<file path="src/rvPkg.sv">
package rvPkg;

    // word-wide data, addresses and instructions
    typedef logic [31:0] wordT;

    // register index, x0..x31
    typedef logic [4:0] regIdxT;

    // major opcodes of the supported subset
    typedef enum logic [6:0] {
        opR      = 7'b0110011,
        opI      = 7'b0010011,
        opLoad   = 7'b0000011,
        opStore  = 7'b0100011,
        opBranch = 7'b1100011,
        opLui    = 7'b0110111
    } opcodeT;

    // alu operation select
    typedef enum logic [3:0] {
        aluAdd,
        aluSub,
        aluAnd,
        aluOr,
        aluSlt,
        aluPassB
    } aluCtrlT;

    // immediate format select
    typedef enum logic [2:0] {
        immI,
        immS,
        immB,
        immU
    } immSrcT;

    // funct3 codes
    localparam logic [2:0] f3AddSub = 3'b000;
    localparam logic [2:0] f3Slt    = 3'b010;
    localparam logic [2:0] f3Or     = 3'b110;
    localparam logic [2:0] f3And    = 3'b111;
    localparam logic [2:0] f3Beq    = 3'b000;
    localparam logic [2:0] f3Bne    = 3'b001;

endpackage

</file>
<file path="src/regFile.sv">
module regFile import rvPkg::*; #(
    parameter int dataWidth = 32
) (
    input  logic   clk,
    input  logic   rstN_i,
    input  regIdxT rs1_i,
    input  regIdxT rs2_i,
    input  regIdxT rd_i,
    input  logic   we_i,
    input  wordT   wd_i,
    output wordT   rd1_o,
    output wordT   rd2_o,
    output wordT   a0_o,
    output wordT   a1_o
);

    logic [dataWidth-1:0] regs [32];

    always_ff @(posedge clk) begin
        if (!rstN_i) begin
            for (int i = 0; i < 32; i++) begin
                regs[i] <= '0;
            end
        end else if (we_i && (rd_i != '0)) begin
            // x0 never written, so it reads as zero
            regs[rd_i] <= wd_i;
        end
    end

    // combinational read ports
    assign rd1_o = regs[rs1_i];
    assign rd2_o = regs[rs2_i];

    // argument registers x10 and x11
    assign a0_o = regs[10];
    assign a1_o = regs[11];

endmodule

</file>
<file path="config.mk">
export PLATFORM = sky130hd
export DESIGN_NAME = regFile
export DESIGN_NICKNAME = d
export VERILOG_FILES = /design/src/rvPkg.sv /design/src/regFile.sv
export SDC_FILE = /design/constraint.sdc
export NUM_CORES = 2
export LEC_CHECK = 0
export ABC_AREA = 1
export BUFFER_PORTS_ARGS = -buffer_cell sky130_fd_sc_hd__clkbuf_2
export CAP_MARGIN = 5
export CORE_UTILIZATION = 32
export DETAILED_ROUTE_END_ITERATION = 8
export GPL_TIMING_DRIVEN = 0
export PLACE_DENSITY = 0.51
export REMOVE_ABC_BUFFERS = 1
export SLEW_MARGIN = 20
export SYNTH_ARGS = -nofsm -noshare
export SYNTH_HDL_FRONTEND = slang
export SYNTH_SLANG_ARGS = --single-unit
export TNS_END_PERCENT = 30
</file>
<file path="constraint.sdc">
create_clock -name clk -period 2.72 [get_ports clk]
set_input_delay 0.272 -clock clk [delete_from_list [all_inputs] [get_ports clk]]
set_output_delay 0.272 -clock clk [all_outputs]
set_load 0.03 [all_outputs]
</file>
==> run metrics <==
Worst setup EP type output pin; most frequent cells in the layout nand2_1, nand3_1, edfxtp_1; die height 423 microns; GP Congestion 0.832; Clock Pin Slew Worst Setup and Hold Paths 70 ps; PD cells 609 nW/um^2; post-synthesis sequential area ratio 0.543; row cnt 154; WL/cell 28.5 microns; Final nets 7110; GRT Total Usage 0.287; Setup violations, final 27; failing checks setup timing; Fmax 0.353 GHz; Die X 423 microns; Avg Cell Area, Syn 7.88 sq um; Critical Path Start Type primary input; commonest non-fill, non-tap cell in the layout nand2_1; Tcrit/Tclk final 1.04; Yosys reg bits 1024; placed inst area 59700 sq um; largest net degree at the start of global routing 93; Slew Viols, Final 0; Slew @ Worst Pin 1200 ps; Max VDD drop 0.551 mV; Clock H-tree levels 3; Die ar. 179000 sq um; post-route ant nets 0; leakage power 27.9 nW; effective utilization at floorplan 0.322; DPL Wire Length 125000 microns; max-cap violations 0; status finished with violations; vias in the first global route 50100; hold buffer count at cts 0; Root Driver clkbuf_16; 1st-iter DRT viols 8444; RSZ-0062 raised after global routing yes; antenna violations before repair 9; drt drc 0; Mapped Area 56600 sq um; share of cells above drive strength 1 0.0915; total number of vias 54000; vias per std cell 5.70; Most flops, register regs; GRT overflow 0; Hold Path Depth 3; count of warnings emitted by yosys 0; Worst EP arrival 2560 ps; Hold Crit Class in2reg; drt total wl 270000 microns; area grow syn2layout 16.4%; CP Max Fanout 33; Design Area, Final 65900 sq um; Num CTS Buffers 110; cell count after synthesis 7191; Initial DRT Pass Iterations 8; Final Util 0.375; CP Class in2out; first-pass GRT wire length 367000 microns; clock sink total 1024; pre-CTS setup slack -1930 ps; # IOs 178; crit path time final 2840 ps; Max-slew headroom 0.203; hold endpoint regs[10][23]; max reg flops 1024; hold_sp wd_i[23]; count of cell types in the netlist 15; final worst slack -117 ps; CP required 2450 ps; CTS max path bufs 3; port bufs 177; CTS tree done; Placeable Area 176000 sq um; Largest regs regs (1024); number of hold violations in the final report 0
## synthesized netlist by cell type (all sizes together)
cell type | number | area (sq um)
nor3 | 7 | 35.0
inv | 54 | 208
nand3 | 1537 | 7690
conb | 1 | 3.75
clkbuf | 212 | 796
buf | 417 | 2350
edfxtp | 1024 | 30700
nor2 | 992 | 3720
nand4 | 4 | 25.0
nand2 | 2943 | 11000
## timing repair
| item | 4_1_cts | 5_1_grt |
|---|---|---|
| setup buffers | 16 | 3 |
| cloned | 74 | 19 |
| pin swaps | 6 | 13 |
| setup endpoints to repair | 599 | 79 |
| resized for setup | 96 | 57 |
## power breakdown
group / internal, mW / leakage, nW / total, mW / switching [mW]
clock network: 7.82 / 1.60 / 14.5 / 6.68
logic: 1.93 / 16.6 / 6.96 / 5.03
registers: 18.2 / 9.75 / 18.7 / 0.450
total: 28.0 / 27.9 / 40.1 / 12.2
## stage by stage
step / total power [mW] / TNS, ps / instances / hold WS [ps]
after floorplan: 22.0 / -143130 / 6593 / 767
after global placement: 25.2 / -5137250 / 9110 / 838
after detailed placement: 24.9 / -993110 / 9177 / 837
after CTS: 39.7 / -18.7 / 9454 / 116
after global routing: 41.1 / -75.2 / 9476 / 178
final: 40.1 / -916 / 9480 / 159
## cell families (layout without fill, tap and decap cells)
family        after synthesis  in the layout  synth area share
simple gates             5483           5483             0.398
flops                    1024           1024             0.543
buf+inv                   683            596            0.0592
other cells                 1             37         0.0000662
## critical path, cell delays in order
cell,delay (ps)
clkbuf_2,830
inv_2,480
buf_16,320
nand2_1,180
nand2_1,180
clkbuf_2,230
## per-layer routing
layer | global-route usage | routed length [microns] | share of wire | up-vias
met2 | 0.455 | 123000 | 0.46 | 3813
met4 | 0.185 | 17700 | 0.066 | 6
met1 | 0.358 | 99300 | 0.37 | 26000
li1 | - | - | - | 23400
met3 | 0.0522 | 29500 | 0.11 | 811
met5 | 0 | 29 | 0.00011 | -
## final cells by class
type,instances,area (sq um)
antenna,5,12.5
clock buffer,133,2880
clock inverter,54,364
fill,17600,110000
inverter,54,335
multi-input combinational,5515,23300
sequential,1024,30700
tap,2340,2930
timing repair buffer,342,5250
timing repair inverter,13,116
## worst max-delay path by stage
stage / start / end / slack (ps) / depth (start not counted)
after CTS: rs2_i[0] / rd2_o[20] / -20 / 16
after global placement: rs1_i[0] / rd1_o[25] / -26520 / 11
final: rs1_i[4] / rd1_o[27] / -120 / 6
after detailed placement: rs2_i[0] / rd2_o[19] / -1930 / 15
after global routing: rs1_i[0] / rd1_o[18] / -40 / 14
after floorplan: rs1_i[1] / rd1_o[0] / -2240 / 8
Power figures use the tool's default switching activity.
