<file path="src/rvPkg.sv">
package rvPkg;

    // word-wide data, addresses and instructions
    typedef logic [31:0] wordT;

    // register index, x0..x31
    typedef logic [4:0] regIdxT;

    // major opcodes of the supported subset
    typedef enum logic [6:0] {
        opR      = 7'b0110011,
        opI      = 7'b0010011,
        opLoad   = 7'b0000011,
        opStore  = 7'b0100011,
        opBranch = 7'b1100011,
        opLui    = 7'b0110111
    } opcodeT;

    // alu operation select
    typedef enum logic [3:0] {
        aluAdd,
        aluSub,
        aluAnd,
        aluOr,
        aluSlt,
        aluPassB
    } aluCtrlT;

    // immediate format select
    typedef enum logic [2:0] {
        immI,
        immS,
        immB,
        immU
    } immSrcT;

    // funct3 codes
    localparam logic [2:0] f3AddSub = 3'b000;
    localparam logic [2:0] f3Slt    = 3'b010;
    localparam logic [2:0] f3Or     = 3'b110;
    localparam logic [2:0] f3And    = 3'b111;
    localparam logic [2:0] f3Beq    = 3'b000;
    localparam logic [2:0] f3Bne    = 3'b001;

endpackage

</file>
<file path="src/alu.sv">
module alu import rvPkg::*; #(
    parameter int dataWidth = 32
) (
    input  wordT       srcA_i,
    input  wordT       srcB_i,
    input  aluCtrlT    aluCtrl_i,
    input  logic [2:0] funct3_i,
    output wordT       result_o,
    output logic       branchTaken_o
);

    logic [dataWidth-1:0] diff;
    logic                 lessThan;
    logic                 equal;

    assign diff     = srcA_i - srcB_i;
    assign lessThan = $signed(srcA_i) < $signed(srcB_i);
    assign equal    = (diff == '0);

    always_comb begin
        case (aluCtrl_i)
            aluAdd: begin
                result_o = srcA_i + srcB_i;
            end
            aluSub: begin
                result_o = diff;
            end
            aluAnd: begin
                result_o = srcA_i & srcB_i;
            end
            aluOr: begin
                result_o = srcA_i | srcB_i;
            end
            aluSlt: begin
                result_o = {{(dataWidth-1){1'b0}}, lessThan};
            end
            aluPassB: begin
                // lui result is the shifted immediate
                result_o = srcB_i;
            end
            default: begin
                result_o = '0;
            end
        endcase
    end

    // branch condition from funct3
    always_comb begin
        case (funct3_i)
            f3Beq:   branchTaken_o = equal;
            f3Bne:   branchTaken_o = !equal;
            default: branchTaken_o = 1'b0;
        endcase
    end

endmodule

</file>
<file path="config.mk">
export PLATFORM = sky130hd
export DESIGN_NAME = alu
export DESIGN_NICKNAME = d
export VERILOG_FILES = /design/src/rvPkg.sv /design/src/alu.sv
export SDC_FILE = /design/constraint.sdc
export NUM_CORES = 1
export LEC_CHECK = 0
export BUFFER_PORTS_ARGS = -buffer_cell sky130_fd_sc_hd__buf_2
export CAP_MARGIN = 30
export CORE_UTILIZATION = 55
export DETAILED_ROUTE_END_ITERATION = 6
export GPL_TIMING_DRIVEN = 0
export PLACE_DENSITY = 0.89
export SETUP_SLACK_MARGIN = 0.5
export SLEW_MARGIN = 25
export SYNTH_ARGS = -nofsm -noshare
export SYNTH_HDL_FRONTEND = slang
export SYNTH_SLANG_ARGS = --single-unit
export TNS_END_PERCENT = 1
</file>
<file path="constraint.sdc">
create_clock -name vclk -period 3.4
set_clock_uncertainty 0.15 [all_clocks]
set_input_delay 0.34 -clock vclk [all_inputs]
set_output_delay 0.34 -clock vclk [all_outputs]
set_load 0.005 [all_outputs]
</file>
==> run_results.csv <==
group,metric,value,unit
outcome,status,"complete, but fails checks",
outcome,violations,"DRC, setup timing",
setup_path,required,2.91,ns
synth,syn_inst,862,
sta,finalCritPeriodShare,110.2,%
route,vias,7827,
global_routing,grt_pass1_vias,7161,
die,die_w,105.8,um
power,p_total,1420,uW
route,dr.pass1.iters,7,
setup_path,critPathKind,"in2out",
synth,yosysSeqAreaShare,0,%
synth,yosysTopAreaCell,"ha_1",
cells_and_area,nets,1172,
die,die_h,105.8,um
cells_and_area,clock_buffers,0,
synth,synth_area_leaders,"ha_1 (21%), a21oi_1 (6.4%), inv_1 (5.8%)",
route,drt_iter0_markers,1032,
route,drtAntennaViolNets,0,
hold_path,hold_end,"branchTaken_o",
hold_path,min_path_cells,4,
job,cap_viol_max_count,0,
die,fp-row-count,37,
setup_path,worstPathMaxFanout,3,
place,io_buffers,103,
sta,setup_violations,14,
route,wl,24000,um
synth,yosys-top-cells-count,"ha_1 (100), inv_1 (92), a21oi_1 (76)",
clocking,hold_buffers,0,
sta,hold_viol,0,
place,dp_slack,-0.7579,ns
sta,maxSlewHeadroom,37.99,%
global_routing,grt_max_degree,11,
synth,syn-cell-area,5926,um2
place,placed_area,6663,um2
die,die-area,11190,um2
setup_path,arrival,3.26,ns
setup_path,cp-end-kind,"output port",
sta,setup_tns,-1.579,ns
route,wire_per_inst,21.18,um
cells_and_area,num-fill-cells,837,
die,core,10370,um2
sta,holdWs,0.8586,ns
sta,grt_setup_unrepaired,"yes",
sta,tightestPinTransition,0.9301,ns
route,via_per_inst,6.908,
cells_and_area,final-seq-area,0,um2
cells_and_area,synthToLayoutAreaGrowth,29.81,%
place,place_hpwl,16940,um
synth,syn_area_per_cell,6.874,um2
cells_and_area,layout-drive-gt1-share,30.69,%
cells_and_area,nFlopsAndLatches,0,
place,gp_congestion,1.050,
hold_path,hold_path.class,"in2out",
sta,fmax,266.9,MHz
synth,syn_nets,1035,
synth,yosysMostFrequentCell,"ha_1",
power,p_leak,0.003397,uW
global_routing,gr-total-overflow,0,
power,powerDensity,184.6,nW/um2
synth,yosysWarningCount,0,
setup_path,start_kind,"primary input",
cells_and_area,antennaDiodeCount,0,
power,peakVddDrop,0.1239,mV
global_routing,grt_pass1_wl,36530,um
sta,worst_slack,-0.3471,ns
synth,ys_types,88,
die,initial_core_util,57.14,%
cells_and_area,finalInstanceArea,7692,um2
sta,drv_slew,0,
global_routing,antenna_found_initial,0,
sta,final.min_clock_period,3.747,ns
die,io_pins,104,
route,drc,1,
synth,synth_top_area_share,21.11,%
hold_path,hold_path_startpoint,"funct3_i[0]",
global_routing,grt_usage,40.39,%
worst max-delay path, stage by stage:
cell       delay (ns)
buf_4            0.12
inv_2            0.06
ha_4             0.20
or3_4            0.39
nand3b_1         0.21
a311oi_2         0.33
nor2_2           0.09
mux2i_1          0.15
a2111oi_2        0.35
nand4_1          0.21
nor4_2           0.33
nand3_1          0.18
mux2i_1          0.17
buf_2            0.12
logic make-up (layout without fill, tap and decap cells):
family	count (synthesis)	after routing	synth area share, %
xor+xnor	30	30	4.434
fa+ha+maj	102	102	21.79
mux	13	13	2.238
simple gates	252	252	22.57
buf+inv	145	280	11.13
compound gates	320	320	37.84
cells in the final DEF, fill, tap and decap left out, types with 8 or more instances in the layout:
cell type,count
inv_2,15
o221ai_1,25
xnor2_1,23
o21ai_0,32
nor2_2,8
buf_6,16
nand4_1,12
nor3_1,16
ha_4,17
a21o_1,13
o21bai_1,10
buf_2,89
o21ai_1,11
nand2b_1,16
a22oi_1,25
inv_4,8
a21oi_2,13
clkbuf_1,20
a31oi_1,13
nor2b_1,12
nand2_1,51
clkbuf_8,9
inv_1,68
mux2i_1,11
a21oi_1,64
buf_4,38
o31ai_1,10
ha_1,78
nor2_1,56
nand3_1,13
o211ai_1,14
through the flow:
stage	cells	util (%)
finish	1133	74.18
global route	1133	74.18
CTS	1118	70.15
detailed placement	1101	64.25
global placement	1101	64.25
floorplan	862	-
cell type report:
type                            count  area, um2  share of cell area (%)
Multi-Input combinational cell    717       5918                   76.94
Timing Repair Buffer              135      872.1                   11.34
Inverter                           96      406.6                   5.286
Buffer                             49      325.3                   4.229
Tap cell                          136      170.2                   2.212
routing by layer:
metal,global-route usage [%],share of wire [%]
met3,7.607,12
met4,20.93,5.6
met2,64.99,44
met5,0,0
met1,50.93,38
timing repair:
action,CTS,global route
gates resized for setup,118,86
pin swaps,41,36
endpoints found under the setup margin,29,32
hold endpoints to repair,0,0
buffers inserted,17,15
power breakdown:
part	switching [uW]	leakage [uW]	internal (uW)	total, uW
sequential	0	0	0	0
combinational	844	0.00340	576	1420
clock	0	0	0	0
total	844	0.00340	576	1420
worst max-delay path by stage:
stage | from | end | slack, ns | cells past startpoint
after floorplan | srcB_i[1] | branchTaken_o | 0.19 | 12
after global placement | srcA_i[8] | branchTaken_o | -0.79 | 14
after detailed placement | srcB_i[8] | branchTaken_o | -0.76 | 14
after CTS | srcA_i[0] | branchTaken_o | -0.24 | 16
after global routing | srcB_i[10] | branchTaken_o | -0.45 | 14
final | srcA_i[12] | branchTaken_o | -0.35 | 14
Power figures use the tool's default switching activity.
