### config.mk
export PLATFORM = sky130hd
export DESIGN_NAME = fetchUnit
export DESIGN_NICKNAME = d
export VERILOG_FILES = /design/src/rvPkg.sv /design/src/fetchUnit.sv
export SDC_FILE = /design/constraint.sdc
export NUM_CORES = 1
export LEC_CHECK = 0
export BUFFER_PORTS_ARGS = -buffer_cell sky130_fd_sc_hd__clkbuf_2
export CAP_MARGIN = 20
export CORE_MARGIN = 5
export CORE_UTILIZATION = 57
export CTS_CLUSTER_DIAMETER = 150
export DETAILED_ROUTE_END_ITERATION = 8
export GPL_ROUTABILITY_DRIVEN = 0
export PLACE_DENSITY = 0.82
export SYNTH_ARGS = -nofsm -noshare
export SYNTH_HDL_FRONTEND = slang
export SYNTH_SLANG_ARGS = --single-unit
### constraint.sdc
create_clock -name clk -period 2.8 [get_ports clk]
set_input_delay 0.42 -clock clk [delete_from_list [all_inputs] [get_ports clk]]
set_output_delay 0.42 -clock clk [all_outputs]
set_load 0.05 [all_outputs]
### src/rvPkg.sv
package rvPkg;

    // word-wide data, addresses and instructions
    typedef logic [31:0] wordT;

    // register index, x0..x31
    typedef logic [4:0] regIdxT;

    // major opcodes of the supported subset
    typedef enum logic [6:0] {
        opR      = 7'b0110011,
        opI      = 7'b0010011,
        opLoad   = 7'b0000011,
        opStore  = 7'b0100011,
        opBranch = 7'b1100011,
        opLui    = 7'b0110111
    } opcodeT;

    // alu operation select
    typedef enum logic [3:0] {
        aluAdd,
        aluSub,
        aluAnd,
        aluOr,
        aluSlt,
        aluPassB
    } aluCtrlT;

    // immediate format select
    typedef enum logic [2:0] {
        immI,
        immS,
        immB,
        immU
    } immSrcT;

    // funct3 codes
    localparam logic [2:0] f3AddSub = 3'b000;
    localparam logic [2:0] f3Slt    = 3'b010;
    localparam logic [2:0] f3Or     = 3'b110;
    localparam logic [2:0] f3And    = 3'b111;
    localparam logic [2:0] f3Beq    = 3'b000;
    localparam logic [2:0] f3Bne    = 3'b001;

endpackage

### src/fetchUnit.sv
module fetchUnit import rvPkg::*; #(
    parameter int dataWidth = 32
) (
    input  logic clk,
    input  logic rstN_i,
    input  logic pcSrc_i,
    input  wordT immExt_i,
    output wordT pc_o
);

    logic [dataWidth-1:0] pcPlus4;
    logic [dataWidth-1:0] pcTarget;
    logic [dataWidth-1:0] pcNext;

    // sequential and branch candidates
    assign pcPlus4  = pc_o + dataWidth'(4);
    assign pcTarget = pc_o + immExt_i;

    assign pcNext = pcSrc_i ? pcTarget : pcPlus4;

    always_ff @(posedge clk) begin
        if (!rstN_i) begin
            pc_o <= '0;
        end else begin
            pc_o <= pcNext;
        end
    end

endmodule

==> metrics.txt <==
core area 5820 um^2; initial core utilization between 50% and 60%; placed instance area 3820 um^2; CP Class reg2reg; routed via count 3619; count of cell types in the netlist 59; Seq pwr share 27.8%; Critical R2R Capture pc_o[28]$_SDFF_PN0_; Synth async-reset ratio 0%; Port Buffers 66; pin count of the biggest net entering global routing 50; Clock Skew between 3 and 4 ps; clk sinks 32; DIE AREA between 7000 and 8000 um^2; R2R depth 11; max-cap violations 0; global route overflow 0; post-synthesis sequential area ratio a little under a fifth; ratio of cells with drive above 1 in the final layout just over 20%; Hold Path Origin pc_o[31]$_SDFF_PN0_; dominant synthesized flop cell dfxtp_1; slowest stage delay, CP 400 ps; Mapped Avg Cell Area 7.64 um^2; crit path max fanout 4; routed wire length 9.59 mm; CTS Buf Count 5; Die W approximately 87 um; Slew Viols, Final 0; CP endpoint kind register; DR vias/cell approximately 6.2; Sw Share a little under half; Rows 28; Bufs on Longest Clock Path 2; CTS tree built; die span in y 86.7 um; antenna viol nets, final 0; critical path required time roughly 3000 ps; first-pass GRT wire length between 15 and 20 mm; post-CTS setup buffers 0; Inserted Diodes 0; drt first pass iters 5; Critical-path top delay cell fa_1; maximum vdd drop about 0.26 mV; Power Density ~540 nW/um^2; CP endpoint pc_o[28]$_SDFF_PN0_; Post-synth EDFFs 0; Max Freq about 380 MHz; fin crit share between 90% and 100%; Reg2Reg Setup Slack approximately 130 ps; post-DR wirelength/cell 16.3 um; HPWL Detailed approximately 7.4 mm; max reg flops 32; worst skew pair latency 290 ps; post-placement cell count about 580; minimum clock period between 2000 and 3000 ps; Hold Fails Final Rpt 0; Slew @ Worst Pin about 500 ps; crit path DAT between 2000 and 3000 ps; switching power ~1 mW; top flop regs pc_o x32; Final #Nets between 500 and 600; Reg-to-Reg Start pc_o[0]$_SDFFE_PN0P_; # IOs 67; CP startpoint kind register; Syn. warnings 0; CTS Root Cell clkbuf_8; status finished clean; most flop-heavy register pc_o; Clk pwr share about 18%; GR Util All Layers approximately a quarter; Comb pwr share between 50% and 60%; Layout Cells excl Fill 587; initial antenna violation count 0; DR iter-0 viols approximately 260; final setup fails 0; Hold Path Class reg2reg; vias in the first global route between 3000 and 4000; Leakage about 1.9 nW; Worst setup startpoint pc_o[0]$_SDFFE_PN0P_; Critical Path Stages 11; clock slew at reported path FFs about 70 ps; final instance area between 3000 and 4000 um^2; internal power approximately 1.1 mW; final core occ between 60% and 70%; Remaining DRCs 0; Post-Synthesis Cells 439; Slew headroom 66.7%; CP delay by family, top compound AO/OA/AOI/OAI gates; Layout area overhead 17.1%; crit-path cells ha_2, inv_1, fa_1, nor2b_1, o31a_1, o211ai_2, a21oi_2, o21a_1, nor2_1, o311ai_0, o211ai_1; synthesized cell area ~3400 um^2; RSZ-0062 raised after global routing yes; Post-Syn Nets just over 500; H-tree levels 2; number of synthesized register bits 32; worst path bufs/invs 1
==> area by class of cell <==
class,count,area [um^2]
repair buffers,79,428
inverters,14,52.6
clock inverters,2,10.0
fillers,511,1890
clock buffers,6,82.6
multi-input cells,379,2620
well taps,75,93.8
flip-flops and latches,32,641
==> layer usage <==
metal	wire length, um	vias to the layer above	track usage [%]
met5	0	-	0
met4	234	0	9.07
met3	676	20	3.23
met2	4380	156	41.4
met1	4300	1678	35.7
li1	-	1765	-
==> Yosys cell counts (2+ instances only) <==
| cell type | number | area, um^2 |
|---|---|---|
| nor2_1 | 51 | 191 |
| nand2_1 | 40 | 150 |
| dfxtp_1 | 32 | 641 |
| ha_1 | 32 | 400 |
| xnor2_1 | 30 | 263 |
| a21oi_1 | 26 | 130 |
| a21o_1 | 21 | 158 |
| nand3_1 | 19 | 95.1 |
| o21ai_0 | 19 | 95.1 |
| a211oi_1 | 17 | 128 |
| xor2_1 | 15 | 131 |
| inv_1 | 14 | 52.6 |
| clkbuf_1 | 12 | 45.0 |
| nand4_1 | 9 | 56.3 |
| nor3_1 | 9 | 45.0 |
| and3_1 | 8 | 50.1 |
| o21a_1 | 7 | 52.6 |
| o21ai_1 | 6 | 30.0 |
| or3_1 | 4 | 25.0 |
| and2_1 | 3 | 18.8 |
| and4_1 | 3 | 26.3 |
| mux2i_1 | 3 | 30.0 |
| nand2b_1 | 3 | 18.8 |
| nand4b_1 | 3 | 26.3 |
| nor2b_1 | 3 | 18.8 |
| o2111ai_1 | 3 | 26.3 |
| o21bai_1 | 3 | 22.5 |
| o22ai_1 | 3 | 18.8 |
| a211o_1 | 2 | 17.5 |
| a211oi_2 | 2 | 25.0 |
| a21oi_2 | 2 | 17.5 |
| a311oi_1 | 2 | 17.5 |
| a31oi_1 | 2 | 12.5 |
| nor3_2 | 2 | 20.0 |
| nor3b_2 | 2 | 25.0 |
| o211ai_1 | 2 | 15.0 |
| o21ai_2 | 2 | 17.5 |
| o31a_1 | 2 | 17.5 |
==> stage by stage <==
stage | total power, mW | setup slack (ps) | setup TNS [ps] | hold slack, ps
after floorplan | 1.46 | 45.5 | 0 | 630
after global placement | 1.71 | 129 | 0 | 460
after detailed placement | 1.73 | -20.4 | -20.4 | 481
after CTS | 2.13 | 100 | 0 | 491
after global routing | 2.27 | -27.2 | -27.2 | 517
final | 2.14 | 134 | 0 | 494
==> power groups by stage <==
stage,logic [mW],clock network (mW),registers [mW]
5_1_grt,1.25,0.409,0.606
4_1_cts,1.14,0.391,0.594
2_1_floorplan,0.659,0,0.804
3_3_place_gp,1.10,0,0.601
6_report,1.16,0.385,0.595
3_5_place_dp,1.13,0,0.604
==> cell families (layout without fill, tap and decap cells) <==
logic type,count (synthesis),after routing,share of synthesized area (%)
AO/OA/AOI/OAI,134,134,28.2
multiplexers,4,4,1.23
buffers and inverters,28,101,3.17
AND/OR/NAND/NOR,163,163,24.1
adder cells (fa/ha/maj),33,33,12.5
XOR/XNOR,45,45,11.7
flip-flops,32,32,19.1
==> layout by cell type, fill, tap and decap left out, types with 14 or more instances in the layout <==
cell type   n
a211oi_1   17
a21o_1     21
a21oi_1    25
clkbuf_2   66
dfxtp_1    32
ha_1       31
inv_1      14
nand2_1    40
nand3_1    19
nor2_1     51
o21ai_0    19
xnor2_1    30
xor2_1     15
==> worst reg2reg max path, stage by stage, from the launching register on <==
cell	delay, ps
dfxtp_1	370
ha_2	220
inv_1	60
fa_1	410
nor2b_1	170
o31a_1	240
o211ai_2	140
a21oi_2	210
o21a_1	190
nor2_1	70
o311ai_0	330
o211ai_1	130
==> how the worst min path moves through the flow <==
stage / to / slack (ps) / depth (start not counted)
after detailed placement: pc_o[31]$_SDFF_PN0_ / 480 / 2
after floorplan: pc_o[29]$_SDFF_PN0_ / 630 / 2
final: pc_o[31]$_SDFF_PN0_ / 490 / 2
after global placement: pc_o[31]$_SDFF_PN0_ / 460 / 2
after CTS: pc_o[31]$_SDFF_PN0_ / 490 / 2
after global routing: pc_o[31]$_SDFF_PN0_ / 520 / 2
==> timing repair <==
action                     in CTS  in global routing
setup endpoints to repair       0                  6
resized for setup               0                  3
hold buffers                    0                  0
(Power assumes the default switching activity.)
