===== src/rvPkg.sv =====
package rvPkg;

    // word-wide data, addresses and instructions
    typedef logic [31:0] wordT;

    // register index, x0..x31
    typedef logic [4:0] regIdxT;

    // major opcodes of the supported subset
    typedef enum logic [6:0] {
        opR      = 7'b0110011,
        opI      = 7'b0010011,
        opLoad   = 7'b0000011,
        opStore  = 7'b0100011,
        opBranch = 7'b1100011,
        opLui    = 7'b0110111
    } opcodeT;

    // alu operation select
    typedef enum logic [3:0] {
        aluAdd,
        aluSub,
        aluAnd,
        aluOr,
        aluSlt,
        aluPassB
    } aluCtrlT;

    // immediate format select
    typedef enum logic [2:0] {
        immI,
        immS,
        immB,
        immU
    } immSrcT;

    // funct3 codes
    localparam logic [2:0] f3AddSub = 3'b000;
    localparam logic [2:0] f3Slt    = 3'b010;
    localparam logic [2:0] f3Or     = 3'b110;
    localparam logic [2:0] f3And    = 3'b111;
    localparam logic [2:0] f3Beq    = 3'b000;
    localparam logic [2:0] f3Bne    = 3'b001;

endpackage


===== src/immExtend.sv =====
module immExtend import rvPkg::*; #(
    parameter int dataWidth = 32
) (
    input  logic [24:0] immBits_i,
    input  immSrcT      immSrc_i,
    output wordT        immExt_o
);

    // immBits_i[k] is instruction bit k+7
    always_comb begin
        case (immSrc_i)
            immI: begin
                immExt_o = {{(dataWidth-12){immBits_i[24]}}, immBits_i[24:13]};
            end
            immS: begin
                immExt_o = {{(dataWidth-12){immBits_i[24]}}, immBits_i[24:18],
                            immBits_i[4:0]};
            end
            immB: begin
                // offset in halfwords, bit 0 always zero
                immExt_o = {{(dataWidth-13){immBits_i[24]}}, immBits_i[24], immBits_i[0],
                            immBits_i[23:18], immBits_i[4:1], 1'b0};
            end
            immU: begin
                immExt_o = {immBits_i[24:5], {(dataWidth-20){1'b0}}};
            end
            default: begin
                immExt_o = '0;
            end
        endcase
    end

endmodule


===== config.mk =====
export PLATFORM = sky130hd
export DESIGN_NAME = immExtend
export DESIGN_NICKNAME = d
export VERILOG_FILES = /design/src/rvPkg.sv /design/src/immExtend.sv
export SDC_FILE = /design/constraint.sdc
export NUM_CORES = 1
export LEC_CHECK = 0
export ABC_AREA = 1
export BUFFER_PORTS_ARGS = -buffer_cell sky130_fd_sc_hd__buf_2
export CAP_MARGIN = 15
export CORE_MARGIN = 5
export CORE_UTILIZATION = 28
export DETAILED_ROUTE_END_ITERATION = 10
export PLACE_DENSITY = 0.91
export SLEW_MARGIN = 40
export SYNTH_ARGS = -nofsm -noshare
export SYNTH_HDL_FRONTEND = slang
export SYNTH_SLANG_ARGS = --single-unit

===== constraint.sdc =====
create_clock -name vclk -period 0.9
set_clock_uncertainty 0.15 [all_clocks]
set_input_delay 0.135 -clock vclk [all_inputs]
set_output_delay 0.135 -clock vclk [all_outputs]
set_load 0.02 [all_outputs]

==> results of run 1 <==
==> through the flow <==
stage	worst slack, ns	utilization	TNS, ns	hold WS, ns	area [µm²]
2_1_floorplan	-0.139	-	-3.06	0.162	564
3_3_place_gp	-0.335	0.678	-9.35	0.429	893
3_5_place_dp	-0.347	0.678	-9.86	0.430	893
4_1_cts	-0.200	0.909	-5.08	0.409	1200
==> what timing repair did <==
| action | CTS |
|---|---|
| pin swaps | 12 |
| resized for setup | 85 |
| endpoints found under the setup margin | 32 |
| gates cloned | 4 |
==> cell families after synthesis <==
logic type / count (synthesis) / synth area share
buffers and inverters: 13 / 0.164
AND/OR/NAND/NOR: 72 / 0.836
==> reports/results.tsv, run 1 <==
stage	metric	value	unit
clock_tree	cts_hold_buf	0	
placement	port_buffers	60	
synth	synth_area_leaders	nand2_1, nand3_1, nand4_1	
die	rows	13	
timing	crit_endpoint	immExt_o[19]	
placement	dpl.hpwl	1.59	mm
synth	synthesis.area	397	µm²
placement	dpl.cell_count	162	
die	fp.dieH	47.6	µm
run_status	haltStage	5_1_grt	
die	dieWidth	47.6	µm
synth	synth-seq-area-share	0	
synth	synth_cell_types	13	
synth	synth_common_cells	nand2_1, nand3_1, inv_1	
die	ios	60	
run_status	status	did not finish	
placement	place_congestion	0.765	
timing	endpoint_type	output port	
synth	synth_most_common_cell	nand2_1	
die	initial_core_util	0.301	
synth	synthCells	85	
run_status	first-error	[ERROR DPL-0038] Utilization greater than 100%, impossible to legalize	
synth	syn_avg_cell_area	4.67	µm²
synth	ys.warnings.count	0	
clock_tree	cts_setup_buffers	0	
global_routing	grt_max_degree	20	
synth	syn_nets	113	
synth	post-synth-top-area-cell	nand2_1	
synth	yosysTopAreaCellShare	0.397	
==> inputs of run 2 (changes only) <==
--- a/config.mk
+++ b/config.mk
@@ -8,10 +8,10 @@
 export ABC_AREA = 1
 export BUFFER_PORTS_ARGS = -buffer_cell sky130_fd_sc_hd__buf_2
 export CAP_MARGIN = 15
-export CORE_MARGIN = 5
-export CORE_UTILIZATION = 28
+export CORE_AREA = 5 5 66 68
 export DETAILED_ROUTE_END_ITERATION = 10
-export PLACE_DENSITY = 0.91
+export DIE_AREA = 0 0 71 73
+export PLACE_DENSITY_LB_ADDON = 0.15
 export SLEW_MARGIN = 40
 export SYNTH_ARGS = -nofsm -noshare
 export SYNTH_HDL_FRONTEND = slang
==> constraint.sdc (replaced) <==
create_clock -name vclk -period 1.15
set_clock_uncertainty 0.15 [all_clocks]
set_input_delay 0.1725 -clock vclk [all_inputs]
set_output_delay 0.1725 -clock vclk [all_outputs]
set_load 0.02 [all_outputs]
==> run 2 against run 1 <==
Synthesized cell count unchanged; the flow now finishes, with violations (negative setup slack); synthesized area unchanged.
==> reports/results.tsv, run 2 <==
stage	metric	value	unit
pwr	p_clk_frac	0	
die	initial_core_util	0.104	
route	wire_per_inst	11.7	µm
route	ant_nets	0	
run_status	violations	negative setup slack	
timing	fin_setup_tns	-0.123	ns
route	drt_iter0_drc	16	
synth	synth-compound-area-share	0	
timing	worst_slack	-0.0179	ns
job	maxCapViolations	0	
placement	port_buffers	60	
synth	synth-xor-area-share	0	
synth	yosysTopAreaCellShare	0.397	
critical_path	cp.arrival	0.85	ns
placement	place_congestion	0.733	
global_routing	antenna_found_initial	0	
timing	grt_setup_unrepaired	yes	
critical_path	end_kind	output pin	
timing	max_freq	856	MHz
worst_hold_path	hp-start	immBits_i[9]	
synth	synth_area_leaders	nand2_1, nand3_1, nand4_1	
pwr	combPwrFrac	1.000	
critical_path	path_class	primary input to output pin	
synth	synth_mux_area_frac	0	
die	die-area	5180	µm²
pwr	p_per_area	449	nW/µm²
synth	synth_common_cells	nand2_1, nand3_1, inv_1	
layout	layout_common_cells	buf_6, buf_2, nand2_1, nand2_2, nand3_1	
layout	seq_area	0	µm²
layout	layout.nets	185	
critical_path	crit_path_start_kind	primary input	
route	viasPerCell	3.96	
layout	final_common_cell	buf_6	
die	ios	60	
pwr	p_int	257	µW
synth	synthCells	85	
synth	synth_cell_types	13	
critical_path	required	0.83	ns
timing	slew_headroom	0.886	
synth	synth_top_family_by_area	simple AND/OR/NAND/NOR gates	
route	dr_total_vias	811	
synth	ys.warnings.count	0	
timing	tightest_slew	0.171	ns
route	drc	0	
synth	syn_nets	113	
die	fp.dieH	73	µm
pwr	leakagePower	0.658	nW
global_routing	grt_pass1_vias	879	
pwr	switching_share	0.524	
synth	synth-seq-area-share	0	
global_routing	grt_max_degree	12	
route	wl	2.40	mm
critical_path	crit_slowest_cell	nor2_4	
critical_path	crit_path_max_incr_delay	0.17	ns
layout	flops_and_latches	0	
critical_path	crit_family	simple AND/OR/NAND/NOR gates	
layout	nClkBuffers	0	
timing	final-setup-viol-count	13	
synth	synth_most_common_cell	nand2_1	
pwr	ir_worst_vdd	0.150	mV
global_routing	grt.total_usage	0.0889	
timing	post-route-period-util	1.02	
critical_path	path_max_fanout	6	
worst_hold_path	hold_path_class	primary input to output pin	
die	core_area	3800	µm²
placement	dpl.hpwl	1.78	mm
layout	drive_above_1_share	0.697	
clock_tree	cts_hold_buf	0	
timing	slew_viol_final	0	
timing	fin_crit	1.17	ns
die	rows	23	
die	dieWidth	71	µm
synth	post-synth-top-area-cell	nand2_1	
synth	synth_fa_ha_area_frac	0	
global_routing	grt_overflow	0	
layout	area_delta_synth_final	203	%
critical_path	path_buf_inv	2	
synth	synthesis.area	397	µm²
global_routing	grt_pass1_wl	3.95	mm
pwr	p_sw	283	µW
critical_path	cp-startpoint	immSrc_i[0]	
synth	synth-simple-area-share	0.836	
layout	antenna_cells	0	
pwr	power_frac_seq	0	
route	dr.pass1.iters	2	
timing	hold_violations	0	
critical_path	path_cells	buf_12, nand2_8, nor2_4, nand2_1, nand2_4, buf_6	
synth	syn_avg_cell_area	4.67	µm²
layout	final_util	0.317	
run_status	status	finished, violations left	
[run 2: cell counts after synthesis]
Identical to the previous run, type by type.
[run 2: worst paths after layout]
check / end / slack, ns / cells past startpoint
worst max-delay path: immExt_o[28] / -0.02 / 6
worst min-delay path: immExt_o[16] / 0.49 / 4
[run 2: what timing repair did]
action,in CTS,in global routing
pin swaps,12,7
setup endpoints to repair,31,26
setup buffers,1,0
cloned,5,0
resized for setup,81,14
[run 2: cell families after synthesis]
group	Yosys count
simple gates	72
buf+inv	13
[run 2: area by class of cell]
class	instances	area (µm²)
Tap cell	50	62.6
Multi-Input combinational cell	76	490
Timing Repair Buffer	70	614
Inverter	9	36.3
Fill cell	411	2590
[run 2: per-stage QoR]
step / power, mW / hold WS [ns] / area, µm² / setup WS, ns / cells
floorplan: 0.209 / 0.233 / 437 / -0.0440 / 85
global placement: 0.371 / 0.507 / 826 / -0.141 / 199
detailed placement: 0.373 / 0.507 / 826 / -0.155 / 199
CTS: 0.526 / 0.483 / 1150 / -0.0202 / 205
global route: 0.576 / 0.511 / 1200 / -0.0653 / 205
finish: 0.540 / 0.488 / 1200 / -0.0179 / 205
[run 2: power by group through the flow]
| stage | registers, mW | logic [mW] | clock network, mW |
|---|---|---|---|
| CTS | 0 | 0.526 | 0 |
| finish | 0 | 0.540 | 0 |
| floorplan | 0 | 0.209 | 0 |
| global route | 0 | 0.576 | 0 |
| global placement | 0 | 0.371 | 0 |
| detailed placement | 0 | 0.373 | 0 |
[run 2: metal layers]
metal,global-route usage,vias up,part of all wire
met4,0,0,0
met2,0.185,31,0.56
met3,0.0165,0,0.080
met1,0.0972,368,0.36
met5,0,-,0
li1,-,412,-
Note: power is estimated with default switching activity, not from simulation.
