`src/rvPkg.sv`:
```
package rvPkg;

    // word-wide data, addresses and instructions
    typedef logic [31:0] wordT;

    // register index, x0..x31
    typedef logic [4:0] regIdxT;

    // major opcodes of the supported subset
    typedef enum logic [6:0] {
        opR      = 7'b0110011,
        opI      = 7'b0010011,
        opLoad   = 7'b0000011,
        opStore  = 7'b0100011,
        opBranch = 7'b1100011,
        opLui    = 7'b0110111
    } opcodeT;

    // alu operation select
    typedef enum logic [3:0] {
        aluAdd,
        aluSub,
        aluAnd,
        aluOr,
        aluSlt,
        aluPassB
    } aluCtrlT;

    // immediate format select
    typedef enum logic [2:0] {
        immI,
        immS,
        immB,
        immU
    } immSrcT;

    // funct3 codes
    localparam logic [2:0] f3AddSub = 3'b000;
    localparam logic [2:0] f3Slt    = 3'b010;
    localparam logic [2:0] f3Or     = 3'b110;
    localparam logic [2:0] f3And    = 3'b111;
    localparam logic [2:0] f3Beq    = 3'b000;
    localparam logic [2:0] f3Bne    = 3'b001;

endpackage

```
`src/controlDecoder.sv`:
```
module controlDecoder import rvPkg::*; (
    input  logic [6:0] opcode_i,
    input  logic [2:0] funct3_i,
    input  logic       funct7b5_i,
    output logic       regWriteEn_o,
    output logic       memWriteEn_o,
    output logic       aluSrc_o,
    output logic       branchEn_o,
    output logic       byteAccess_o,
    output logic       resultSrc_o,
    output aluCtrlT    aluCtrl_o,
    output immSrcT     immSrc_o
);

    opcodeT op;

    // funct3 to alu operation, subSel only for register ops
    function automatic aluCtrlT decodeAlu(input logic [2:0] f3, input logic subSel);
        aluCtrlT ctrl;
        case (f3)
            f3AddSub: ctrl = subSel ? aluSub : aluAdd;
            f3Slt:    ctrl = aluSlt;
            f3Or:     ctrl = aluOr;
            f3And:    ctrl = aluAnd;
            default:  ctrl = aluAdd;
        endcase
        return ctrl;
    endfunction

    assign op = opcodeT'(opcode_i);

    always_comb begin
        // safe defaults, nothing written
        regWriteEn_o = 1'b0;
        memWriteEn_o = 1'b0;
        aluSrc_o     = 1'b0;
        branchEn_o   = 1'b0;
        byteAccess_o = 1'b0;
        resultSrc_o  = 1'b0;
        aluCtrl_o    = aluAdd;
        immSrc_o     = immI;

        case (op)
            opR: begin
                regWriteEn_o = 1'b1;
                aluCtrl_o    = decodeAlu(funct3_i, funct7b5_i);
            end
            opI: begin
                // bit 30 belongs to the immediate here
                regWriteEn_o = 1'b1;
                aluSrc_o     = 1'b1;
                aluCtrl_o    = decodeAlu(funct3_i, 1'b0);
            end
            opLoad: begin
                regWriteEn_o = 1'b1;
                aluSrc_o     = 1'b1;
                resultSrc_o  = 1'b1;
                byteAccess_o = (funct3_i[1:0] == 2'b00);
            end
            opStore: begin
                memWriteEn_o = 1'b1;
                aluSrc_o     = 1'b1;
                immSrc_o     = immS;
                byteAccess_o = (funct3_i[1:0] == 2'b00);
            end
            opBranch: begin
                branchEn_o = 1'b1;
                aluCtrl_o  = aluSub;
                immSrc_o   = immB;
            end
            opLui: begin
                regWriteEn_o = 1'b1;
                aluSrc_o     = 1'b1;
                aluCtrl_o    = aluPassB;
                immSrc_o     = immU;
            end
            default: begin
            end
        endcase
    end

endmodule

```
`config.mk`:
```
export PLATFORM = sky130hd
export DESIGN_NAME = controlDecoder
export DESIGN_NICKNAME = d
export VERILOG_FILES = /design/src/rvPkg.sv /design/src/controlDecoder.sv
export SDC_FILE = /design/constraint.sdc
export NUM_CORES = 1
export LEC_CHECK = 0
export BUFFER_PORTS_ARGS = -buffer_cell sky130_fd_sc_hd__clkbuf_2
export CELL_PAD_IN_SITES_DETAIL_PLACEMENT = 1
export CELL_PAD_IN_SITES_GLOBAL_PLACEMENT = 1
export CORE_AREA = 2 2 39 41
export DETAILED_ROUTE_END_ITERATION = 7
export DIE_AREA = 0 0 41 43
export PLACE_DENSITY = 0.66
export SKIP_LAST_GASP = 1
export SLEW_MARGIN = 30
export SYNTH_ARGS = -nofsm -noshare
export SYNTH_HDL_FRONTEND = slang
export SYNTH_SLANG_ARGS = --single-unit
```
`constraint.sdc`:
```
create_clock -name vclk -period 2.65
set_clock_uncertainty 0.15 [all_clocks]
set_input_delay 0.53 -clock vclk [all_inputs]
set_output_delay 0.53 -clock vclk [all_outputs]
set_load 0.02 [all_outputs]
```
==> Flow_metrics.wiki, run 1 <==
{| class="wikitable"
! Metric !! Value
|-
| Run status || finished, final reports clean
|-
| Kind of start point of the critical path || input pin
|-
| Number of max-cap violations || 0
|-
| Vias post-DR || 292
|-
| Area share of xor/xnor cells in the synthesized design || under 10%
|-
| Compound-gate portion of the synthesized area || 16.2%
|-
| Overall global routing resource usage || 7.19%
|-
| Hold buffers post-CTS || 0
|-
| DRC violation total after the first TritonRoute iteration || 1
|-
| Max Clock Freq || 447 MHz
|-
| First-pass DRT Iterations || 2
|-
| Data required time of the worst path || slightly below 2 ns
|-
| Peak ir drop on the vdd network || ~0.000032 V
|-
| Setup_tns || 0 ns
|-
| Post-placement cell count || 68
|-
| Vias per cell || approximately 4.3
|-
| Overall die area || 0.00176 mm2
|-
| Initial Util || approximately 16%
|-
| Simple-gate portion of the synthesized area || 59.2%
|-
| Width of the die || 41 um
|-
| Ant diodes || 0
|-
| Final worst slack || 0.415 ns
|-
| Proportion of layout cells with a drive suffix above 1 || approximately half
|-
| Number of hold violations in the final report || 0
|-
| Static Leakage || 0.174 nW
|-
| Core area || between 0.001 and 0.0015 mm2
|-
| Most frequent standard cell in the layout excluding fill and tap cells || sky130_fd_sc_hd__clkbuf_2
|-
| Type of element capturing the critical path || output pin
|-
| Proportion of synthesized chip area in sequential cells || 0%
|-
| Count of distinct cell types in the synthesized netlist || 20
|-
| Critical Path Fanout Max || 10
|-
| Pin count of the biggest net entering global routing || 11
|-
| Number of antenna violations at the first check in global routing || 0
|-
| Path class of the lowest-slack min-delay path || in -> out
|-
| Post-cts gate resize count || 0
|-
| Post-Route WL || 672 um
|-
| Final critical path time including I/O delays and setup || 2.23 ns
|-
| Number of warnings issued by yosys || 0
|-
| Flip-flop and latch area || 0 um2
|-
| Synthesis-to-layout area growth || 44.7%
|-
| Start-to-end type of the worst setup path || in -> out
|-
| Setup Slack @ Placement || 0.421 ns
|-
| Hold Path Sink || byteAccess_o
|-
| Synthesized netlist cell count || 33
|-
| Top-Level Pins || 24
|-
| Number of sequential cells in the layout || 0
|-
| Setup fix buffers added after clock tree synthesis || 0
|-
| Remaining DRCs || 0
|-
| Finished Core Util || a little under a quarter
|-
| Number of clock buffer instances in the layout || 0
|-
| Worst hold path cell count || 3
|-
| Worst endpoint data arrival time || 1.55 ns
|-
| Wire length of the first global-routing pass || between 900 and 1000 um
|-
| Main combinational cell family by area after synthesis || simple AND/OR/NAND/NOR gates
|-
| Port Buf Inserts || 22
|-
| Average wire per standard cell || 9.88 um
|-
| Standard-cell row count || 14
|-
| Global route total overflow || 0
|-
| Post-DP HPWL || 568 um
|-
| RSZ-0062 raised after global routing || no
|-
| Startpoint of the most critical setup path || opcode_i[2]
|-
| Slew Viols, Final || 0
|-
| Final worst path period share || between 80% and 90%
|-
| Avg Cell Area, Syn || around 6.8 um2
|-
| Mux cell area share after synthesis || 0%
|-
| Area of the mapped netlist || 224 um2
|-
| Number of global-route vias before repair || 237
|-
| Number of setup violations in the final report || 0
|-
| Beginning of the worst hold path || funct3_i[1]
|-
| Routability cong. || 0.642
|-
| Number of nets at the end of the flow || 65
|-
| Pwr Density || 103 mW/mm2
|-
| Leading cell types in the layout, fill and taps excluded || sky130_fd_sc_hd__clkbuf_2, sky130_fd_sc_hd__nor2_1, sky130_fd_sc_hd__nand2_1
|-
| DIE HEIGHT || 43 um
|-
| Antenna-violating nets left || 0
|-
| Number of standard cells in the layout, taps in and fillers out || ~70
|-
| Post-Synth Adder-Cell Area || 0%
|-
| Final hold slack || 1.21 ns
|}
==> per-stage QoR <==
stage	total power [mW]	area, um2
after floorplan	0.0241	228
after global placement	0.0333	324
after detailed placement	0.0336	324
after CTS	0.0338	324
after global routing	0.0372	324
final	0.0335	324
==> metal layers <==
layer | up-vias | wire length (um) | track usage (%)
li1 | 153 | - | -
met5 | - | 0 | 0
met4 | 0 | 0 | 0
met1 | 123 | 316 | 10.8
met3 | 0 | 73 | 0.524
met2 | 16 | 282 | 11.6
==> final cells by class <==
class	count	area, um2
timing repair buffer	22	110
fill	187	1060
multi-input combinational	30	194
tap	16	20.0
==> Yosys cell counts (all sizes together) <==
master   n  area [um2]
a21oi    2        21.3
a41o     1        10.0
and2     2        12.5
and3     2        12.5
and4bb   1        12.5
buf      4        33.8
conb     1        3.75
nand2    5        18.8
nand3b   1        7.51
nand4b   1        8.76
nand4bb  1        11.3
nor2     5        18.8
nor3     2        10.0
nor4b    1        8.76
o21ai    1        5.00
or3b     1        11.3
xnor2    1        8.76
xor2     1        8.76
==> critical path, cell delays in order <==
cell                       delay, ns
sky130_fd_sc_hd__clkbuf_2       0.18
sky130_fd_sc_hd__or3b_4         0.44
sky130_fd_sc_hd__a21oi_4        0.13
sky130_fd_sc_hd__a41o_1         0.11
sky130_fd_sc_hd__clkbuf_2       0.16
==> power breakdown <==
group | switching [mW] | internal, mW | total, mW
sequential | 0 | 0 | 0
combinational | 0.0195 | 0.0141 | 0.0335
clock | 0 | 0 | 0
total | 0.0195 | 0.0141 | 0.0335
==> how the worst max path moves through the flow <==
stage                   endpoint  cells after the start
floorplan           aluCtrl_o[0]                      4
global placement    aluCtrl_o[0]                      5
detailed placement  aluCtrl_o[0]                      5
CTS                 aluCtrl_o[0]                      5
global route        aluCtrl_o[0]                      5
finish              aluCtrl_o[0]                      5
==> cells by family (layout without fill, tap and decap cells) <==
| family | count (synthesis) | count (layout) |
|---|---|---|
| AO/OA/AOI/OAI | 4 | 4 |
| buffers and inverters | 4 | 22 |
| XOR/XNOR | 2 | 2 |
| other | 1 | 2 |
| AND/OR/NAND/NOR | 22 | 22 |
Note: power is estimated with default switching activity, not from simulation.
==> run 2, diff against run 1 <==
- ABC_AREA: not set -> 1
- PLACE_DENSITY: 0.66 -> 0.76
- clock period: 2.65 -> 2.07 ns (I/O delays scaled with it)
==> run 2 against run 1 <==
  * Combinational power is 37% higher
  * First-iteration DRC count rose by 100%
  * Area after synthesis increased by 24%
  * Clock-buffer cell count did not move
  * Worst setup slack got worse by 0.13 ns
  * Via count up 34%
  * Die area unchanged
  * Highest routed layer unchanged
==> Flow_metrics.wiki, run 2 <==
{| class="wikitable"
! Metric !! Value
|-
| Count of distinct cell types in the synthesized netlist || 15 (was 20)
|-
| Area share of xor/xnor cells in the synthesized design || 0% (was 7.82%)
|-
| Static Leakage || 0.276 nW (was 0.174 nW)
|-
| Met2 Usage GRT || 15.6% (was 11.6%)
|-
| Most area-consuming cells after synthesis || sky130_fd_sc_hd__nand2_1, sky130_fd_sc_hd__nand3_1, sky130_fd_sc_hd__inv_1, sky130_fd_sc_hd__nor2_1, sky130_fd_sc_hd__nor2_4 (was sky130_fd_sc_hd__buf_4, sky130_fd_sc_hd__nand2_1, sky130_fd_sc_hd__nor2_1, sky130_fd_sc_hd__a21oi_4, sky130_fd_sc_hd__and2_1)
|-
| Initial Util || 20.1% (was 16.2%)
|-
| Top-area cell type share of the netlist area || 18.9% (was 10.1%)
|-
| Top cell by count, worst path || sky130_fd_sc_hd__clkbuf_2 (unchanged)
|-
| Compound-gate portion of the synthesized area || 0% (was 16.2%)
|-
| Number of global-route vias before repair || 323 (was 237)
|-
| Final critical path time including I/O delays and setup || roughly 1.8 ns
|-
| Met3 Use GR || 0% (was 0.524%)
|-
| Proportion of layout cells with a drive suffix above 1 || 46.1% (was 48.1%)
|-
| Setup_tns || 0 ns (unchanged)
|-
| Pwr Density || 116 mW/mm2 (was 103 mW/mm2)
|-
| Number of standard cells in the layout, taps in and fillers out || 92 (was 68)
|-
| Number of setup violations in the final report || 0 (unchanged)
|-
| DRC violation total after the first TritonRoute iteration || 2 (was 1)
|-
| Width of the die || 41 um (unchanged)
|-
| Ant diodes || 0 (unchanged)
|-
| Met1 Use GR || 11.7% (was 10.8%)
|-
| Peak ir drop on the vdd network || 0.0000391 V (was 0.0000323 V)
|-
| Simple-gate portion of the synthesized area || 75.2% (was 59.2%)
|-
| Synth top cells by count || sky130_fd_sc_hd__nand2_1, sky130_fd_sc_hd__nand3_1, sky130_fd_sc_hd__inv_1, sky130_fd_sc_hd__nor2_1, sky130_fd_sc_hd__inv_2 (was sky130_fd_sc_hd__nand2_1, sky130_fd_sc_hd__nor2_1, sky130_fd_sc_hd__buf_4)
|-
| Synthesis-to-layout area growth || 42.8% (was 44.7%)
|-
| Post-Synth Adder-Cell Area || 0% (unchanged)
|-
| Post-placement cell count || 92 (was 68)
|-
| Worst endpoint data arrival time || 1.22 ns (was 1.55 ns)
|-
| Ordered list of cells on the worst path || clkbuf_2 -> nor2_1 -> nand2_2 -> clkinv_2 -> nand2_1 -> nor3_1 -> clkbuf_2 (was clkbuf_2 -> or3b_4 -> a21oi_4 -> a41o_1 -> clkbuf_2)
|-
| Core area || 0.00138 mm2 (unchanged)
|-
| Port Buf Inserts || 22 (unchanged)
|-
| Beginning of the worst hold path || opcode_i[6] (was funct3_i[1])
|-
| Number of clock buffer instances in the layout || 0 (unchanged)
|-
| RSZ-0062 raised after global routing || no (unchanged)
|-
| Post-Route WL || 760 um (was 672 um)
|-
| Vias post-DR || 392 (was 292)
|-
| Wire length of the first global-routing pass || 1150 um (was 972 um)
|-
| Startpoint of the most critical setup path || opcode_i[3] (was opcode_i[2])
|-
| Data required time of the worst path || 1.51 ns (was 1.97 ns)
|-
| Worst hold path cell count || 3 (unchanged)
|-
| Number of max-cap violations || 0 (unchanged)
|-
| Remaining DRCs || 0 (unchanged)
|-
| Path class of the lowest-slack min-delay path || in -> out (unchanged)
|-
| Critical Path Fanout Max || 6 (was 10)
|-
| Cell at the slowest stage of the critical path || sky130_fd_sc_hd__clkbuf_2 (was sky130_fd_sc_hd__or3b_4)
|-
| Pin count of the biggest net entering global routing || 7 (was 11)
|-
| Vias per cell || 4.26 (was 4.29)
|-
| Type of element capturing the critical path || output pin (unchanged)
|-
| Setup fix buffers added after clock tree synthesis || 0 (unchanged)
|-
| Overall global routing resource usage || 8.69% (was 7.19%)
|-
| Leading cell types in the layout, fill and taps excluded || sky130_fd_sc_hd__clkbuf_2, sky130_fd_sc_hd__nand2_1, sky130_fd_sc_hd__nand3_1, sky130_fd_sc_hd__inv_1, sky130_fd_sc_hd__nor2_1 (was sky130_fd_sc_hd__clkbuf_2, sky130_fd_sc_hd__nor2_1, sky130_fd_sc_hd__nand2_1)
|-
| Area of the mapped netlist || 278 um2 (was 224 um2)
|-
| Global route total overflow || 0 (unchanged)
|-
| Proportion of synthesized chip area in sequential cells || 0% (unchanged)
|-
| Most frequent standard cell in the layout excluding fill and tap cells || sky130_fd_sc_hd__clkbuf_2 (unchanged)
|-
| Slew Viols, Final || 0 (unchanged)
|-
| Worst stage delay on the critical path || 0.19 ns (was 0.44 ns)
|-
| Final worst path period share || 86.2%
|-
| Average wire per standard cell || 8.26 um (was 9.88 um)
|-
| DIE HEIGHT || 43 um (unchanged)
|-
| Post-cts gate resize count || 0 (unchanged)
|-
| Routability cong. || 0.691 (was 0.642)
|-
| Number of antenna violations at the first check in global routing || 0 (unchanged)
|-
| Flip-flop and latch area || 0 um2 (unchanged)
|-
| Start-to-end type of the worst setup path || in -> out (unchanged)
|-
| Synthesized netlist cell count || 55 (was 33)
|-
| Main combinational cell family by area after synthesis || simple AND/OR/NAND/NOR gates (unchanged)
|-
| Post-DP HPWL || 730 um (was 568 um)
|-
| Most Crowded Layer GR || met2 (unchanged)
|-
| Max Clock Freq || 560 MHz
|-
| Standard-cell row count || 14 (unchanged)
|-
| Avg Cell Area, Syn || 5.05 um2 (was 6.79 um2)
|-
| Hold Path Sink || resultSrc_o (was byteAccess_o)
|-
| Number of sequential cells in the layout || 0 (unchanged)
|-
| Number of warnings issued by yosys || 0 (unchanged)
|-
| Final-layout fill cell count || 201 (was 187)
|-
| Mux cell area share after synthesis || 0% (unchanged)
|-
| Run status || finished, final reports clean (unchanged)
|-
| Hold buffers post-CTS || 0 (unchanged)
|-
| Placement Cell Area || 397 um2 (was 324 um2)
|-
| Overall die area || 0.00176 mm2 (unchanged)
|-
| Final hold slack || 1.03 ns (was 1.21 ns)
|-
| Cell with the most instances after synthesis || sky130_fd_sc_hd__nand2_1
|-
| Kind of start point of the critical path || input pin (unchanged)
|-
| Number of hold violations in the final report || 0 (unchanged)
|-
| First-pass DRT Iterations || 2 (unchanged)
|-
| Number of nets at the end of the flow || 89 (was 65)
|-
| Antenna-violating nets left || 0 (unchanged)
|-
| Top-Level Pins || 24 (unchanged)
|-
| Final instance area || 397 um2 (was 324 um2)
|-
| Most area-hungry cell type in the Yosys netlist || sky130_fd_sc_hd__nand2_1 (was sky130_fd_sc_hd__buf_4)
|}
==> run 2: cell types whose count changed in the layout (fill, tap and decap cells not counted), moves of 2 or more <==
cell,change
sky130_fd_sc_hd__and2_1,-2
sky130_fd_sc_hd__and3_1,-2
sky130_fd_sc_hd__inv_1,+8
sky130_fd_sc_hd__inv_2,+4
sky130_fd_sc_hd__nand2_1,+9
sky130_fd_sc_hd__nand3_1,+9
sky130_fd_sc_hd__nor2_2,+2
sky130_fd_sc_hd__nor2_4,+2
==> run 2: cell type report <==
class	instances	area, um2	area share (%)
inverters	13	50.0	12.6
multi-input cells	41	216	54.6
well taps	16	20.0	5.05
repair buffers	22	110	27.8
==> run 2: how the worst max path moves through the flow <==
| stage | to | cells after the start |
|---|---|---|
| after CTS | resultSrc_o | 7 |
| after global routing | resultSrc_o | 7 |
| final | resultSrc_o | 7 |
| after global placement | resultSrc_o | 7 |
| after floorplan | resultSrc_o | 5 |
| after detailed placement | resultSrc_o | 7 |
==> run 2: power breakdown <==
| part | switching [mW] | internal, mW |
|---|---|---|
| combinational | 0.0300 | 0.0159 |
| sequential | 0 | 0 |
| clock | 0 | 0 |
==> run 2: cells by family (layout without fill, tap and decap cells) <==
kind of cell	count (synthesis)	after routing
buffers and inverters	15	35
other	1	2
and+or+nand+nor	39	39
==> run 2: metal layers <==
metal / vias to the layer above / part of all wire (%)
met3: 0 / 7.0
met1: 174 / 43
met2: 14 / 50
li1: 204 / -
met5: - / 0
met4: 0 / 0
==> run 2: stage by stage <==
stage | setup slack, ns | total power, mW | utilization [%]
floorplan | 0.282 | 0.0281 | -
global placement | 0.294 | 0.0454 | 28.7
detailed placement | 0.276 | 0.0465 | 28.7
CTS | 0.265 | 0.0466 | 28.7
global route | 0.179 | 0.0516 | 28.7
finish | 0.286 | 0.0458 | 28.7
==> run 2: worst max-delay path, delay by kind of cell <==
family                 cells  cell delay, ns
and+or+nand+nor            4            0.43
buffers and inverters      3            0.37
==> run 3, diff against run 2 <==
- PLACE_DENSITY: 0.76 -> 0.8
==> run 3 against run 2 <==
  * Sequential share of layout area unchanged
  * Non-clock buffer count unchanged
  * Critical endpoint unchanged
  * Final cell count unchanged
  * Highest routed layer unchanged
  * Largest cell class unchanged
  * Combinational power hardly changed
==> Flow_metrics.wiki, run 3 (synthesis results as in run 2) <==
{| class="wikitable"
! Metric !! Value
|-
| Vias per cell || 4.18 (was 4.26)
|-
| Part of the total power dissipated in combinational logic || 100.0% (about the same)
|-
| Width of the die || 41 um (unchanged)
|-
| Number of hold violations in the final report || 0 (unchanged)
|-
| Setup fix buffers added after clock tree synthesis || 0 (unchanged)
|-
| Routability cong. || 0.754 (was 0.691)
|-
| Final-layout fill cell count || 197 (was 201)
|-
| Proportion of layout cells with a drive suffix above 1 || 46.1% (unchanged)
|-
| Overall global routing resource usage || 10.2% (was 8.69%)
|-
| Switch share || 65.5% (was 65.3%)
|-
| Peak ir drop on the vdd network || 0.0000416 V (was 0.0000391 V)
|-
| Post-placement cell count || 92 (unchanged)
|-
| Worst hold path cell count || 3 (unchanged)
|-
| DRC violation total after the first TritonRoute iteration || 6 (was 2)
|-
| Run status || finished, final reports clean (unchanged)
|-
| Number of clock buffer instances in the layout || 0 (unchanged)
|-
| Critical Path Fanout Max || 6 (unchanged)
|-
| Beginning of the worst hold path || opcode_i[6] (unchanged)
|-
| Most frequent standard cell in the layout excluding fill and tap cells || sky130_fd_sc_hd__clkbuf_2 (unchanged)
|-
| Top-Level Pins || 24 (unchanged)
|-
| Number of antenna violations at the first check in global routing || 0 (unchanged)
|-
| Setup_tns || 0 ns (unchanged)
|-
| Antenna-violating nets left || 0 (unchanged)
|-
| Port Buf Inserts || 22 (unchanged)
|-
| Worst stage delay on the critical path || 0.19 ns (about the same)
|-
| Hold buffers post-CTS || 0 (unchanged)
|-
| PnR Total Power || 46.0 uW (was 45.8 uW)
|-
| Worst endpoint data arrival time || 1.22 ns (about the same)
|-
| Leading cell types in the layout, fill and taps excluded || sky130_fd_sc_hd__clkbuf_2, sky130_fd_sc_hd__nand2_1, sky130_fd_sc_hd__nand3_1, sky130_fd_sc_hd__inv_1, sky130_fd_sc_hd__nor2_1 (unchanged)
|-
| Number of standard cells in the layout, taps in and fillers out || 92 (unchanged)
|-
| Number of setup violations in the final report || 0 (unchanged)
|-
| Start-to-end type of the worst setup path || in -> out (unchanged)
|-
| Relative contribution of sequential cells to total power || 0% (about the same)
|-
| Final critical path time including I/O delays and setup || 1.79 ns (was 1.78 ns)
|-
| RSZ-0062 raised after global routing || no (unchanged)
|-
| Slew Viols, Final || 0 (unchanged)
|-
| Kind of start point of the critical path || input pin (unchanged)
|-
| Startpoint of the most critical setup path || opcode_i[3] (unchanged)
|-
| Static Leakage || 0.276 nW (unchanged)
|-
| Standard-cell row count || 14 (unchanged)
|-
| Post-cts gate resize count || 0 (unchanged)
|-
| Global route total overflow || 0 (unchanged)
|-
| Cell-internal power || 15.9 uW (about the same)
|-
| Initial Util || 20.1% (unchanged)
|-
| Reported net switching power || 30.2 uW (was 30.0 uW)
|-
| Path class of the lowest-slack min-delay path || in -> out (unchanged)
|-
| Hold Path Sink || resultSrc_o (unchanged)
|-
| Overall die area || 0.00176 mm2 (unchanged)
|-
| Synthesis-to-layout area growth || 42.8% (unchanged)
|-
| Ordered list of cells on the worst path || clkbuf_2 -> nor2_1 -> nand2_2 -> clkinv_2 -> nand2_1 -> nor3_1 -> clkbuf_2 (unchanged)
|-
| Number of global-route vias before repair || 340 (was 323)
|-
| Post-Route WL || 789 um (was 760 um)
|-
| Data required time of the worst path || 1.51 ns (about the same)
|-
| Flip-flop and latch area || 0 um2 (unchanged)
|-
| Max Clock Freq || 560 MHz (about the same)
|-
| Pin count of the biggest net entering global routing || 7 (unchanged)
|-
| Remaining DRCs || 0 (unchanged)
|-
| Number of nets at the end of the flow || 89 (unchanged)
|-
| Kind of cell adding the most delay to the critical path || simple AND/OR/NAND/NOR gates (unchanged)
|-
| Pwr Density || 116 mW/mm2 (about the same)
|-
| Core area || 0.00138 mm2 (unchanged)
|-
| Number of max-cap violations || 0 (unchanged)
|-
| Type of element capturing the critical path || output pin (unchanged)
|-
| Post-DP HPWL || 739 um (was 730 um)
|-
| Final worst path period share || 86.3% (was 86.2%)
|-
| Ant diodes || 0 (unchanged)
|-
| Power share of the clock group || 0% (about the same)
|-
| Number of buffers and inverters on the critical path || 3 (unchanged)
|-
| Wire length of the first global-routing pass || 1360 um (was 1150 um)
|-
| Cell at the slowest stage of the critical path || sky130_fd_sc_hd__clkbuf_2 (unchanged)
|-
| Number of sequential cells in the layout || 0 (unchanged)
|-
| First-pass DRT Iterations || 3 (was 2)
|-
| Average wire per standard cell || 8.58 um (was 8.26 um)
|-
| Vias post-DR || 385 (was 392)
|-
| Top cell by count, worst path || sky130_fd_sc_hd__clkbuf_2 (unchanged)
|-
| DIE HEIGHT || 43 um (unchanged)
|}
run 3: worst max path at each step:
stage | to | slack [ns] | depth (start not counted)
6_report | resultSrc_o | 0.28 | 7
5_1_grt | resultSrc_o | 0.14 | 7
4_1_cts | resultSrc_o | 0.27 | 7
3_5_place_dp | resultSrc_o | 0.28 | 7
3_3_place_gp | resultSrc_o | 0.29 | 7
2_1_floorplan | resultSrc_o | 0.28 | 5
run 3: power groups by stage:
stage | clock, mW | sequential (mW) | combinational (mW)
after floorplan | 0 | 0 | 0.0281
after global placement | 0 | 0 | 0.0451
after CTS | 0 | 0 | 0.0466
after detailed placement | 0 | 0 | 0.0465
final | 0 | 0 | 0.0460
after global routing | 0 | 0 | 0.0517
run 3: layout make-up:
cell class,count,area (um2),area share (%)
multi-input combinational,41,216,54.6
tap,16,20.0,5.05
timing repair buffer,22,110,27.8
inverter,13,50.0,12.6
run 3: layer usage:
| layer | GRT usage, % | routed length [um] | share of wire, % | vias to the layer above |
|---|---|---|---|---|
| li1 | - | - | - | 204 |
| met1 | 14.2 | 321 | 41 | 174 |
| met2 | 17.8 | 434 | 55 | 7 |
| met3 | 0 | 33 | 4.2 | 0 |
| met4 | 0 | 0 | 0 | 0 |
| met5 | 0 | 0 | 0 | - |
run 3: stage by stage:
step                util, %  area (um2)  hold slack (ns)  worst slack (ns)
finish                 28.7         397             1.03             0.285
global route           28.7         397             1.06             0.142
CTS                    28.7         397             1.03             0.270
detailed placement     28.7         397             1.03             0.279
global placement       28.7         397             1.03             0.292
floorplan                 -         282            0.761             0.282
run 3: worst min-delay path, stage by stage:
cell and delay, ns:
sky130_fd_sc_hd__clkbuf_2 0.14, sky130_fd_sc_hd__nor3_1 0.06, sky130_fd_sc_hd__clkbuf_2 0.14
